File: config.mk
export PLATFORM = sky130hd
export DESIGN_NAME = smap_cfg_top
export DESIGN_NICKNAME = d
export VERILOG_FILES = /design/src/smap_pkg.sv /design/src/wb_decode.sv /design/src/smap_ctrl.sv /design/src/smap_data.sv /design/src/smap_readback.sv /design/src/smap_cfg_top.sv
export VERILOG_INCLUDE_DIRS = /design/src
export SDC_FILE = /design/constraint.sdc
export NUM_CORES = 1
export LEC_CHECK = 0
export ABC_AREA = 1
export BUFFER_PORTS_ARGS = -buffer_cell sky130_fd_sc_hd__buf_2
export CAP_MARGIN = 0
export CORE_MARGIN = 1.5
export CORE_UTILIZATION = 29
export CTS_CLUSTER_SIZE = 40
export DETAILED_ROUTE_END_ITERATION = 16
export PLACE_DENSITY = 0.55
export SLEW_MARGIN = 25
export SYNTH_ARGS = -nofsm -noshare
export SYNTH_HDL_FRONTEND = slang
export SYNTH_SLANG_ARGS = --single-unit
File: constraint.sdc
create_clock -name wb_clk_i -period 1.06 [get_ports wb_clk_i]
set_input_delay 0.159 -clock wb_clk_i [delete_from_list [all_inputs] [get_ports wb_clk_i]]
set_output_delay 0.159 -clock wb_clk_i [all_outputs]
set_load 0.1 [all_outputs]
File: src/smap_cfg.svh
`ifndef SMAP_CFG_SVH
`define SMAP_CFG_SVH

// Register map
`define SMAP_REG_STATUS 2'd0
`define SMAP_REG_OREGS  2'd1
`define SMAP_REG_DATA   2'd2
`define SMAP_REG_CTRL   2'd3

`define SMAP_MODE_SLAVE 3'b110  // M[2:0] for slave SelectMAP

`define SMAP_SYNC_STAGES 2

// Pin levels out of reset
`define SMAP_RST_PROG_N    1'b1
`define SMAP_RST_INIT_N    1'b1
`define SMAP_RST_INIT_N_OE 1'b1
`define SMAP_RST_RDWR_N    1'b0
`define SMAP_RST_STATUS    3'b001  // busy 0, done 0, init_n 1

`endif

File: src/smap_pkg.sv
`default_nettype none

package smap_pkg;

  // Register address on the Wishbone side
  typedef logic [1:0] reg_addr_t;

  // Register contents and configuration bytes
  typedef logic [7:0] reg_byte_t;

  // One Wishbone request as seen by the decoder
  typedef struct packed {
    logic      cyc;
    logic      stb;
    logic      we;
    reg_addr_t adr;
    reg_byte_t dat;
  } wb_req_t;

  // Decoded register writes, one strobe per writable register
  typedef struct packed {
    logic      wr_oregs;
    logic      wr_ctrl;
    logic      wr_data;
    reg_byte_t dat;
  } reg_access_t;

endpackage

`default_nettype wire

File: src/wb_decode.sv
`default_nettype none

`include "smap_cfg.svh"

module wb_decode (
  input  wire                   wb_clk_i,
  input  wire                   wb_rst_i,
  input  wire smap_pkg::wb_req_t req_i,
  output logic                  ack_o,
  output smap_pkg::reg_access_t access_o
);

  logic take;
  logic wr_take;

  // A transfer is taken once per cycle pair, never while ack is up
  assign take    = req_i.cyc & req_i.stb & ~ack_o;
  assign wr_take = take & req_i.we;

  always_ff @(posedge wb_clk_i) begin
    if (wb_rst_i) begin
      ack_o <= 1'b0;
    end else begin
      ack_o <= take;  // Single cycle ack
    end
  end

  // Write strobes, only for the addresses that hold state
  always_comb begin
    access_o.wr_oregs = 1'b0;
    access_o.wr_ctrl  = 1'b0;
    access_o.wr_data  = 1'b0;
    access_o.dat      = req_i.dat;
    if (wr_take) begin
      case (req_i.adr)
        `SMAP_REG_OREGS: access_o.wr_oregs = 1'b1;
        `SMAP_REG_DATA:  access_o.wr_data  = 1'b1;
        `SMAP_REG_CTRL:  access_o.wr_ctrl  = 1'b1;
        default: begin
          // STATUS is read only, write is acked and dropped
          access_o.wr_oregs = 1'b0;
        end
      endcase
    end
  end

endmodule

`default_nettype wire

File: src/smap_ctrl.sv
`default_nettype none

`include "smap_cfg.svh"

module smap_ctrl (
  input  wire                       wb_clk_i,
  input  wire                       wb_rst_i,
  input  wire smap_pkg::reg_access_t access_i,
  output logic                      prog_n_o,
  output logic                      init_n_o,
  output logic                      init_n_oe_o,
  output logic                      rdwr_n_o,
  output smap_pkg::reg_byte_t       oregs_o,
  output smap_pkg::reg_byte_t       ctrl_o
);

  logic prog_n_q;
  logic init_n_q;
  logic rdwr_n_q;
  logic init_n_oe_q;

  // Pin level register
  always_ff @(posedge wb_clk_i) begin
    if (wb_rst_i) begin
      prog_n_q <= `SMAP_RST_PROG_N;
      init_n_q <= `SMAP_RST_INIT_N;
      rdwr_n_q <= `SMAP_RST_RDWR_N;
    end else if (access_i.wr_oregs) begin
      prog_n_q <= access_i.dat[0];
      init_n_q <= access_i.dat[1];
      rdwr_n_q <= access_i.dat[2];
    end
  end

  // INIT_B driver enable
  always_ff @(posedge wb_clk_i) begin
    if (wb_rst_i) begin
      init_n_oe_q <= `SMAP_RST_INIT_N_OE;
    end else if (access_i.wr_ctrl) begin
      init_n_oe_q <= access_i.dat[0];
    end
  end

  assign prog_n_o    = prog_n_q;
  assign init_n_o    = init_n_q;
  assign rdwr_n_o    = rdwr_n_q;
  assign init_n_oe_o = init_n_oe_q;

  // Readback views, unused bits zero
  assign oregs_o = {5'b0, rdwr_n_q, init_n_q, prog_n_q};
  assign ctrl_o  = {7'b0, init_n_oe_q};

endmodule

`default_nettype wire

File: src/smap_data.sv
`default_nettype none

module smap_data (
  input  wire                       wb_clk_i,
  input  wire                       wb_rst_i,
  input  wire smap_pkg::reg_access_t access_i,
  input  wire                       sm_cs_n_i,
  output smap_pkg::reg_byte_t       d_o,
  output logic                      cs_n_o
);

  smap_pkg::reg_byte_t d_q;
  logic                cs_pulse_n;

  // Byte holds on the pins until the next data write
  always_ff @(posedge wb_clk_i) begin
    if (wb_rst_i) begin
      d_q <= '0;
    end else if (access_i.wr_data) begin
      d_q <= access_i.dat;
    end
  end

  // Low for the one cycle the new byte first sits on d_o
  always_ff @(posedge wb_clk_i) begin
    if (wb_rst_i) begin
      cs_pulse_n <= 1'b1;
    end else begin
      cs_pulse_n <= ~access_i.wr_data;
    end
  end

  assign d_o    = d_q;
  assign cs_n_o = cs_pulse_n & sm_cs_n_i;  // Either strobe pulls CS_B low

endmodule

`default_nettype wire

File: src/smap_readback.sv
`default_nettype none

`include "smap_cfg.svh"

module smap_readback (
  input  wire                     wb_clk_i,
  input  wire                     wb_rst_i,
  input  wire smap_pkg::reg_addr_t adr_i,
  input  wire                     done_i,
  input  wire                     busy_i,
  input  wire                     init_n_i,
  input  wire smap_pkg::reg_byte_t oregs_i,
  input  wire smap_pkg::reg_byte_t ctrl_i,
  input  wire smap_pkg::reg_byte_t data_i,
  output smap_pkg::reg_byte_t     dat_o
);

  // Each stage is {busy, done, init_n}, same order as STATUS
  logic [`SMAP_SYNC_STAGES-1:0][2:0] stat_sync;
  logic [2:0]                        stat;

  always_ff @(posedge wb_clk_i) begin
    if (wb_rst_i) begin
      stat_sync <= {`SMAP_SYNC_STAGES{`SMAP_RST_STATUS}};
    end else begin
      stat_sync <= {stat_sync[`SMAP_SYNC_STAGES-2:0], {busy_i, done_i, init_n_i}};
    end
  end

  assign stat = stat_sync[`SMAP_SYNC_STAGES-1];  // Last stage

  always_comb begin
    case (adr_i)
      `SMAP_REG_STATUS: dat_o = {5'b0, stat};
      `SMAP_REG_OREGS:  dat_o = oregs_i;
      `SMAP_REG_DATA:   dat_o = data_i;
      `SMAP_REG_CTRL:   dat_o = ctrl_i;
      default:          dat_o = '0;
    endcase
  end

endmodule

`default_nettype wire

File: src/smap_cfg_top.sv
`default_nettype none

`include "smap_cfg.svh"

module smap_cfg_top (
  input  wire                      wb_clk_i,
  input  wire                      wb_rst_i,
  input  wire                      wb_cyc_i,
  input  wire                      wb_stb_i,
  input  wire                      wb_we_i,
  input  wire smap_pkg::reg_addr_t wb_adr_i,
  input  wire smap_pkg::reg_byte_t wb_dat_i,
  output smap_pkg::reg_byte_t      wb_dat_o,
  output logic                     wb_ack_o,
  input  wire                      sm_cs_n_i,

  output logic                     v5c_prog_n_o,
  output logic                     v5c_init_n_o,
  output logic                     v5c_init_n_oe_o,
  output logic                     v5c_rdwr_n_o,
  output logic                     v5c_cs_n_o,
  output smap_pkg::reg_byte_t      v5c_d_o,
  output logic [2:0]               v5c_mode_o,
  input  wire                      v5c_done_i,
  input  wire                      v5c_busy_i,
  input  wire                      v5c_init_n_i
);

  smap_pkg::wb_req_t     req;
  smap_pkg::reg_access_t access;
  smap_pkg::reg_byte_t   oregs;
  smap_pkg::reg_byte_t   ctrl;

  assign req.cyc = wb_cyc_i;
  assign req.stb = wb_stb_i;
  assign req.we  = wb_we_i;
  assign req.adr = wb_adr_i;
  assign req.dat = wb_dat_i;

  assign v5c_mode_o = `SMAP_MODE_SLAVE;  // Slave SelectMAP only

  wb_decode u_decode (
    .wb_clk_i (wb_clk_i),
    .wb_rst_i (wb_rst_i),
    .req_i    (req),
    .ack_o    (wb_ack_o),
    .access_o (access)
  );

  smap_ctrl u_ctrl (
    .wb_clk_i    (wb_clk_i),
    .wb_rst_i    (wb_rst_i),
    .access_i    (access),
    .prog_n_o    (v5c_prog_n_o),
    .init_n_o    (v5c_init_n_o),
    .init_n_oe_o (v5c_init_n_oe_o),
    .rdwr_n_o    (v5c_rdwr_n_o),
    .oregs_o     (oregs),
    .ctrl_o      (ctrl)
  );

  smap_data u_data (
    .wb_clk_i  (wb_clk_i),
    .wb_rst_i  (wb_rst_i),
    .access_i  (access),
    .sm_cs_n_i (sm_cs_n_i),
    .d_o       (v5c_d_o),
    .cs_n_o    (v5c_cs_n_o)
  );

  // DATA reads back straight from the pin register
  smap_readback u_readback (
    .wb_clk_i (wb_clk_i),
    .wb_rst_i (wb_rst_i),
    .adr_i    (wb_adr_i),
    .done_i   (v5c_done_i),
    .busy_i   (v5c_busy_i),
    .init_n_i (v5c_init_n_i),
    .oregs_i  (oregs),
    .ctrl_i   (ctrl),
    .data_i   (v5c_d_o),
    .dat_o    (wb_dat_o)
  );

endmodule

`default_nettype wire

==> summary.txt, run 1 <==
Status
  – Status: finished with violations
  – Failing checks: setup timing

Timing
  – Achievable frequency: 792.2 MHz
  – Slack of the critical path: -0.2023 ns
  – Fin Setup TNS: -1.488 ns
  – Fin crit share: 1.191
  – Min Clock Period, post-route: ~1.3 ns
  – Clock skew: approximately 0.0033 ns
  – Slew Limit Fails: 0
  – Setup Viol. Count Final: 20
  – Endpoints failing hold: 0
  – RSZ-0062 raised after global routing: yes
  – Min Hold Slack: 0.01342 ns

Layout
  – Fraction of layout cells with a size suffix above 1: 0.5567
  – Layout area overhead: 102.8%
  – Fillers: approximately 260
  – Cell Count, Final, Fillers Out: 238
  – Fin nets: 214
  – Antenna cells: 0
  – Design Area, Final: 1898 um^2

Route
  – DR iter-0 viols: 30
  – Final wirelength: 2432 um
  – Vias per Instance: 4.382
  – DRC violations left: 0
  – Wire per inst: roughly 10 um
  – DRT Pass-1 Iters: 4
  – Vias: 1043
  – Post-DRT Antenna Nets: 0

Global route
  – Global-route wire length before repair: 4209 um
  – Largest net degree at the start of global routing: 15
  – Initial antenna violation count: 0
  – Via count of the first global-routing pass: roughly 1000
  – GR Overflow Total: 0
  – GRT Resource Usage Total: 0.1552

Hold path
  – Min-delay worst type: in2reg
  – Hold Path Stages: 2
  – Hold worst-path end: u_readback.stat_sync[0]
  – Critical hold path startpoint: v5c_init_n_i

Floorplan
  – Die W: 59.81 um
  – Core area: 3053 um^2
  – Full die area: about 3600 um^2
  – Rows: 20
  – Num ports: 44
  – DIE HEIGHT: 59.81 um
  – Initial Utilization: 0.3066

Critical path
  – Critical Path End Type: output port
  – CP max-delay cell: dfxtp_4
  – Worst R2R End: u_data.d_o[1]
  – WP data required: 0.90 ns
  – Crit path cell chain: nand2_2 -> nand4_1 -> buf_12
  – Startpoint class of the critical path: flop
  – CP startpoint: u_ctrl.init_n_oe_o
  – Slowest cell delay on critical path: 0.38 ns
  – Worst reg-to-reg path cell count: 5
  – Largest delay contributor family on the critical path: flip-flops
  – Setup CP Type: reg2out
  – Arr. time, crit path: 1.10 ns
  – R2R Setup Slk: 0.10 ns
  – Maximum net fanout on the critical path: 3
  – Worst path buffer plus inverter count: 1
  – Worst r2r src: u_decode.ack_o

Synthesis
  – Register area share after synthesis: 0.4278
  – Synth Instances: 137
  – Syn Area/Cell: a little under 7 um^2
  – Register bit total from synthesis: 20
  – Synth Warn #: 0
  – Synth unique cells: 16
  – Post-Syn Area: 935.9 um^2

CTS
  – Clk_lat worst skew: 0.31 ns
  – Bufs on Longest Clock Path: 2
  – CTS tree: yes
  – Sink Count: 20
  – Root buffer cell: clkbuf_4
  – H-tree levels: 1
  – Cts hold-fix bufs: 0
  – Clock Pin Slew Worst Setup and Hold Paths: 0.12 ns
  – Cts bufs inserted: 3

Placement
  – Placed inst area: 1697 um^2
  – Placed cell count: 222
  – GPL Wtd Cong: 0.7466
  – Hpwl dp: around 1900 um
  – PortBufs: 40

Flow run
  – Max Cap Violations: 0

Power and ir drop
  – Seq pwr share: 0.432
  – Int Power: ~0.0012 W
  – Pwr Density: 937.1 nW/um^2
  – Logic pwr share: 0.309
  – Total Power: 0.001779 W
  – Max rail drop VDD: 0.7137 mV
  – Leakage power: between 0.8 and 0.9 nW
  – Clock share of power: 0.259
  – Net Sw Power: 0.0006235 W
  – Sw Ratio: 0.3505
[metrics by stage]
stage | utilization | setup slack (ns)
after CTS | 0.6123 | -0.2160
after global routing | 0.6217 | -0.2531
after detailed placement | 0.5557 | -0.1034
final | 0.6217 | -0.2023
after floorplan | - | -0.5271
after global placement | 0.5557 | -0.06357
[cells in the mapped netlist (all sizes together)]
master   n  area (um^2)
nor3     1        5.000
inv     25        93.84
buf      5        35.03
conb     2        7.510
nor2    33        147.6
or2      2        12.51
nand2   26        97.59
nand3    7        35.03
nand4   14        93.84
clkbuf   2        7.510
dfxtp   20        400.4
[sequential cells by signal (all words and copies together) (netlist names)]
name and cells:
u_ctrl.init_n_o 1, u_ctrl.init_n_oe_o 1, u_ctrl.prog_n_o 1, u_ctrl.rdwr_n_o 1
u_data.cs_pulse_n 1, u_data.d_o 8, u_decode.ack_o 1, u_readback.stat 3
u_readback.stat_sync 3
[per-layer routing]
layer | up-vias | global-route usage | wire (um)
li1 | 528 | - | -
met1 | 471 | 0.1741 | 989
met2 | 39 | 0.2764 | 1231
met3 | 5 | 0.02814 | 162
met4 | 0 | 0.07937 | 49
met5 | - | 0 | 0
[worst max path at each step]
stage / cells past startpoint / slack [ns] / endpoint
2_1_floorplan: 2 / -0.53 / wb_dat_o[0]
3_3_place_gp: 6 / -0.06 / wb_dat_o[7]
3_5_place_dp: 6 / -0.10 / wb_dat_o[6]
4_1_cts: 3 / -0.22 / wb_dat_o[0]
5_1_grt: 3 / -0.25 / wb_dat_o[0]
6_report: 3 / -0.20 / wb_dat_o[0]
[power groups by stage]
stage	Combinational, W	Sequential, W	Clock, W
final	0.000550	0.000768	0.000461
after CTS	0.000549	0.000767	0.000475
after global routing	0.000580	0.000770	0.000503
after global placement	0.000515	0.000787	0
after detailed placement	0.000521	0.000787	0
after floorplan	0.000257	0.000859	0
[final cells by class]
class                           count  area [um^2]  area share
Clock buffer                        4        36.28     0.01912
Inverter                           25        100.1     0.05274
Tap cell                           44        55.05     0.02900
Sequential cell                    20        450.4      0.2373
Timing Repair Buffer               59        739.5      0.3896
Multi-Input combinational cell     86        516.7      0.2722
[cells in the final DEF, fill, tap and decap left out, drive strengths merged]
cell type  instances
nand4             14
or2                2
inv               24
clkbuf             4
buf               59
nand2             26
conb               3
nor2              33
nand3              7
nor3               1
clkinvlp           1
dfxtp             20
[cell families (layout without fill, tap and decap cells)]
logic type,Yosys count,after routing,synth area share
flip-flops,20,20,0.4278
AND/OR/NAND/NOR,83,83,0.4184
other,2,3,0.008024
buffers and inverters,32,88,0.1457
[what timing repair did]
action	4_1_cts	5_1_grt
pin swaps	7	1
buffers inserted	11	1
resized for setup	16	7
setup endpoints to repair	10	21
(Power assumes the default switching activity.)
==> run 2: changes to the inputs <==
--- a/config.mk
+++ b/config.mk
@@ -6,14 +6,15 @@
 export SDC_FILE = /design/constraint.sdc
 export NUM_CORES = 1
 export LEC_CHECK = 0
-export ABC_AREA = 1
 export BUFFER_PORTS_ARGS = -buffer_cell sky130_fd_sc_hd__buf_2
 export CAP_MARGIN = 0
 export CORE_MARGIN = 1.5
 export CORE_UTILIZATION = 29
 export CTS_CLUSTER_SIZE = 40
 export DETAILED_ROUTE_END_ITERATION = 16
-export PLACE_DENSITY = 0.55
+export GPL_TIMING_DRIVEN = 1
+export PLACE_DENSITY = 0.56
+export SKIP_LAST_GASP = 1
 export SLEW_MARGIN = 25
 export SYNTH_ARGS = -nofsm -noshare
 export SYNTH_HDL_FRONTEND = slang
==> summary.txt, run 2 <==
Timing
  – Fin Setup TNS: -4.025 ns (was -1.488 ns)
  – Min Clock Period, post-route: 1.503 ns (was 1.262 ns)
  – Fin crit share: 1.418 (was 1.191)
  – Min Hold Slack: 0.03033 ns (was 0.01342 ns)
  – Setup Viol. Count Final: 32 (was 20)
  – Achievable frequency: 665.3 MHz (was 792.2 MHz)
  – RSZ-0062 raised after global routing: yes (unchanged)
  – Slew Limit Fails: 0 (unchanged)
  – Endpoints failing hold: 0 (unchanged)
  – Clock skew: 0.001182 ns (was 0.003345 ns)
  – Slack of the critical path: -0.4432 ns (was -0.2023 ns)

Synthesis
  – Area contributors post-synth: dfxtp_1 (44%), mux2i_1 (6.7%), a21bo_2 (5.6%) (was dfxtp_1 (43%), nor2_1 (12%), nand2_1 (10%))
  – Synth Instances: 93 (was 137)
  – Syn Area/Cell: 9.687 um^2 (was 6.831 um^2)
  – Register area share after synthesis: 0.4444 (was 0.4278)
  – Synth Warn #: 0 (unchanged)
  – EDFF count, synth: 0 (unchanged)
  – Synth Flop Type: dfxtp_1 (unchanged)
  – Synth unique cells: 25 (was 16)
  – Post-Syn Area: 900.9 um^2 (was 935.9 um^2)
  – Share of the synthesized area in the top cell type: 0.4444 (was 0.4278)
  – Post-synth top cells: dfxtp_1 (20), a21oi_1 (7), nand3_1 (7) (was nor2_1 (29), nand2_1 (26), inv_1 (24))
  – Synth async-reset ratio: 0 (unchanged)
  – Register bit total from synthesis: 20 (unchanged)
  – Yosys top cell by area: dfxtp_1 (unchanged)
  – Most common cell in the synthesized netlist: dfxtp_1 (was nor2_1)

Route
  – Vias per Instance: 4.663 (was 4.382)
  – Post-DRT Antenna Nets: 0 (unchanged)
  – Final wirelength: 2509 um (was 2432 um)
  – DRC violations left: 0 (unchanged)
  – DR iter-0 viols: 15 (was 30)
  – DRT Pass-1 Iters: 2 (was 4)
  – Wire per inst: 13.21 um (was 10.22 um)
  – Vias: 886 (was 1043)

Power and ir drop
  – Pwr Density: 909.9 nW/um^2 (was 937.1 nW/um^2)
  – Leakage power: 0.7884 nW (was 0.8986 nW)
  – Max rail drop VDD: 0.6085 mV (was 0.7137 mV)

Layout
  – Fillers: 248 (was 264)
  – Cell Count, Final, Fillers Out: 190 (was 238)
  – Layout area overhead: 113.1% (was 102.8%)
  – Fin nets: 177 (was 214)
  – Largest register FFs: 8 (unchanged)
  – Design Area, Final: 1919 um^2 (was 1898 um^2)
  – Commonest non-fill, non-tap cell in the layout: buf_12
  – Fraction of layout cells with a size suffix above 1: 0.7898 (was 0.5567)
  – Post-layout util: 0.6392 (was 0.6217)
  – Most frequent cells in the layout: buf_12 (21), buf_6 (18), buf_2 (17) (was nor2_1 (24), buf_12 (24), nand2_1 (19))
  – Antenna cells: 0 (unchanged)

Global route
  – GRT Resource Usage Total: 0.1502 (was 0.1552)
  – Initial antenna violation count: 0 (unchanged)
  – Via count of the first global-routing pass: 883 (was 1035)
  – GR Overflow Total: 0 (unchanged)
  – Largest net degree at the start of global routing: 20 (was 15)
  – Global-route wire length before repair: 3891 um (was 4209 um)

Critical path
  – Arr. time, crit path: 1.34 ns (was 1.10 ns)
  – Setup CP Type: reg2out (unchanged)
  – Crit path cell chain: mux4_2 -> buf_6 (was nand2_2 -> nand4_1 -> buf_12)
  – CP max-delay cell: mux4_2 (was dfxtp_4)
  – WP data required: 0.90 ns (about the same)
  – Startpoint class of the critical path: flop (unchanged)
  – Slowest cell delay on critical path: 0.48 ns (was 0.38 ns)
  – Critical Path End Type: output port (unchanged)
  – Maximum net fanout on the critical path: 2 (was 3)

Flow run
  – Max Cap Violations: 0 (unchanged)

CTS
  – Bufs on Longest Clock Path: 2 (unchanged)
  – H-tree levels: 1 (unchanged)
  – Cts bufs inserted: 3 (unchanged)
  – Clk_lat worst skew: 0.30 ns (was 0.31 ns)
  – Clock Pin Slew Worst Setup and Hold Paths: 0.12 ns (about the same)
  – Root buffer cell: clkbuf_4 (unchanged)
  – CTS tree: yes (unchanged)
  – Sink Count: 20 (unchanged)

Floorplan
  – Core area: 3003 um^2 (was 3053 um^2)
  – DIE HEIGHT: 58.74 um (was 59.81 um)
  – Initial Utilization: 0.3000 (was 0.3066)
  – Rows: 20 (unchanged)
  – Die W: 58.74 um (was 59.81 um)
  – Full die area: 3450 um^2 (was 3577 um^2)
  – Num ports: 44 (unchanged)

Placement
  – Hpwl dp: 1758 um (was 1861 um)
  – GPL Wtd Cong: 0.7918 (was 0.7466)
  – PortBufs: 40 (unchanged)
  – Placed inst area: 1649 um^2 (was 1697 um^2)
  – Placed cell count: 173 (was 222)

Hold path
  – Min-delay worst type: in2reg (unchanged)

Status
  – Failing checks: setup timing (unchanged)
  – Status: finished with violations (unchanged)
run 2: critical path, delay by kind of cell, from the launching register on:
family	cells	cell delay (ns)
flops	1	0.36
mux	1	0.48
buf+inv	1	0.20
run 2: metal layers:
layer | wire length [um] | share of wire | vias up | GRT usage
met5 | 0 | 0 | - | 0
met4 | 17 | 0.0068 | 0 | 0.07468
met3 | 89 | 0.035 | 2 | 0.02637
met2 | 1359 | 0.54 | 21 | 0.2714
met1 | 1043 | 0.42 | 422 | 0.1676
li1 | - | - | 441 | -
run 2: cell families after synthesis:
logic type | after synthesis | synth area share
simple gates | 35 | 0.2208
flops | 20 | 0.4444
buf+inv | 11 | 0.08749
other cells | 2 | 0.008336
compound gates | 18 | 0.1472
mux | 7 | 0.09167
run 2: per-stage QoR:
| step | worst slack, ns | total power (W) |
|---|---|---|
| floorplan | -0.3354 | 0.001049 |
| global placement | -0.1846 | 0.001179 |
| detailed placement | -0.2137 | 0.001186 |
| CTS | -0.4550 | 0.001757 |
| global route | -0.4812 | 0.001812 |
| finish | -0.4432 | 0.001746 |
run 2: power breakdown:
part	leakage, nW	total (W)	switching (W)	internal (W)
Sequential	0.170	0.000751	0.00000986	0.000741
Combinational	0.592	0.000464	0.000276	0.000188
Clock	0.0261	0.000531	0.000243	0.000288
run 2: layout make-up:
class | count | area, um^2 | share of cell area
tap | 33 | 41.29 | 0.02151
sequential | 20 | 451.7 | 0.2353
clock buffer | 4 | 47.55 | 0.02477
multi-input combinational | 63 | 558.0 | 0.2907
timing repair buffer | 70 | 820.8 | 0.4276
run 2: worst paths after layout:
check | from | end | slack (ns) | cells past startpoint
worst max-delay path | u_ctrl.init_n_oe_o | wb_dat_o[0] | -0.44 | 2
worst min-delay path | v5c_init_n_i | u_readback.stat_sync[0] | 0.03 | 2
worst max register to register | u_decode.ack_o | u_ctrl.prog_n_o | -0.26 | 3
worst min register to register | u_readback.stat_sync[0] | u_readback.stat[0] | 0.43 | 1
run 2: repair_timing:
item	in CTS	in global routing
setup endpoints to repair	26	33
hold buffers	0	0
hold endpoints to repair	0	0
resized for setup	26	15
pin swaps	14	8
buffers inserted	9	6
gates cloned	1	0
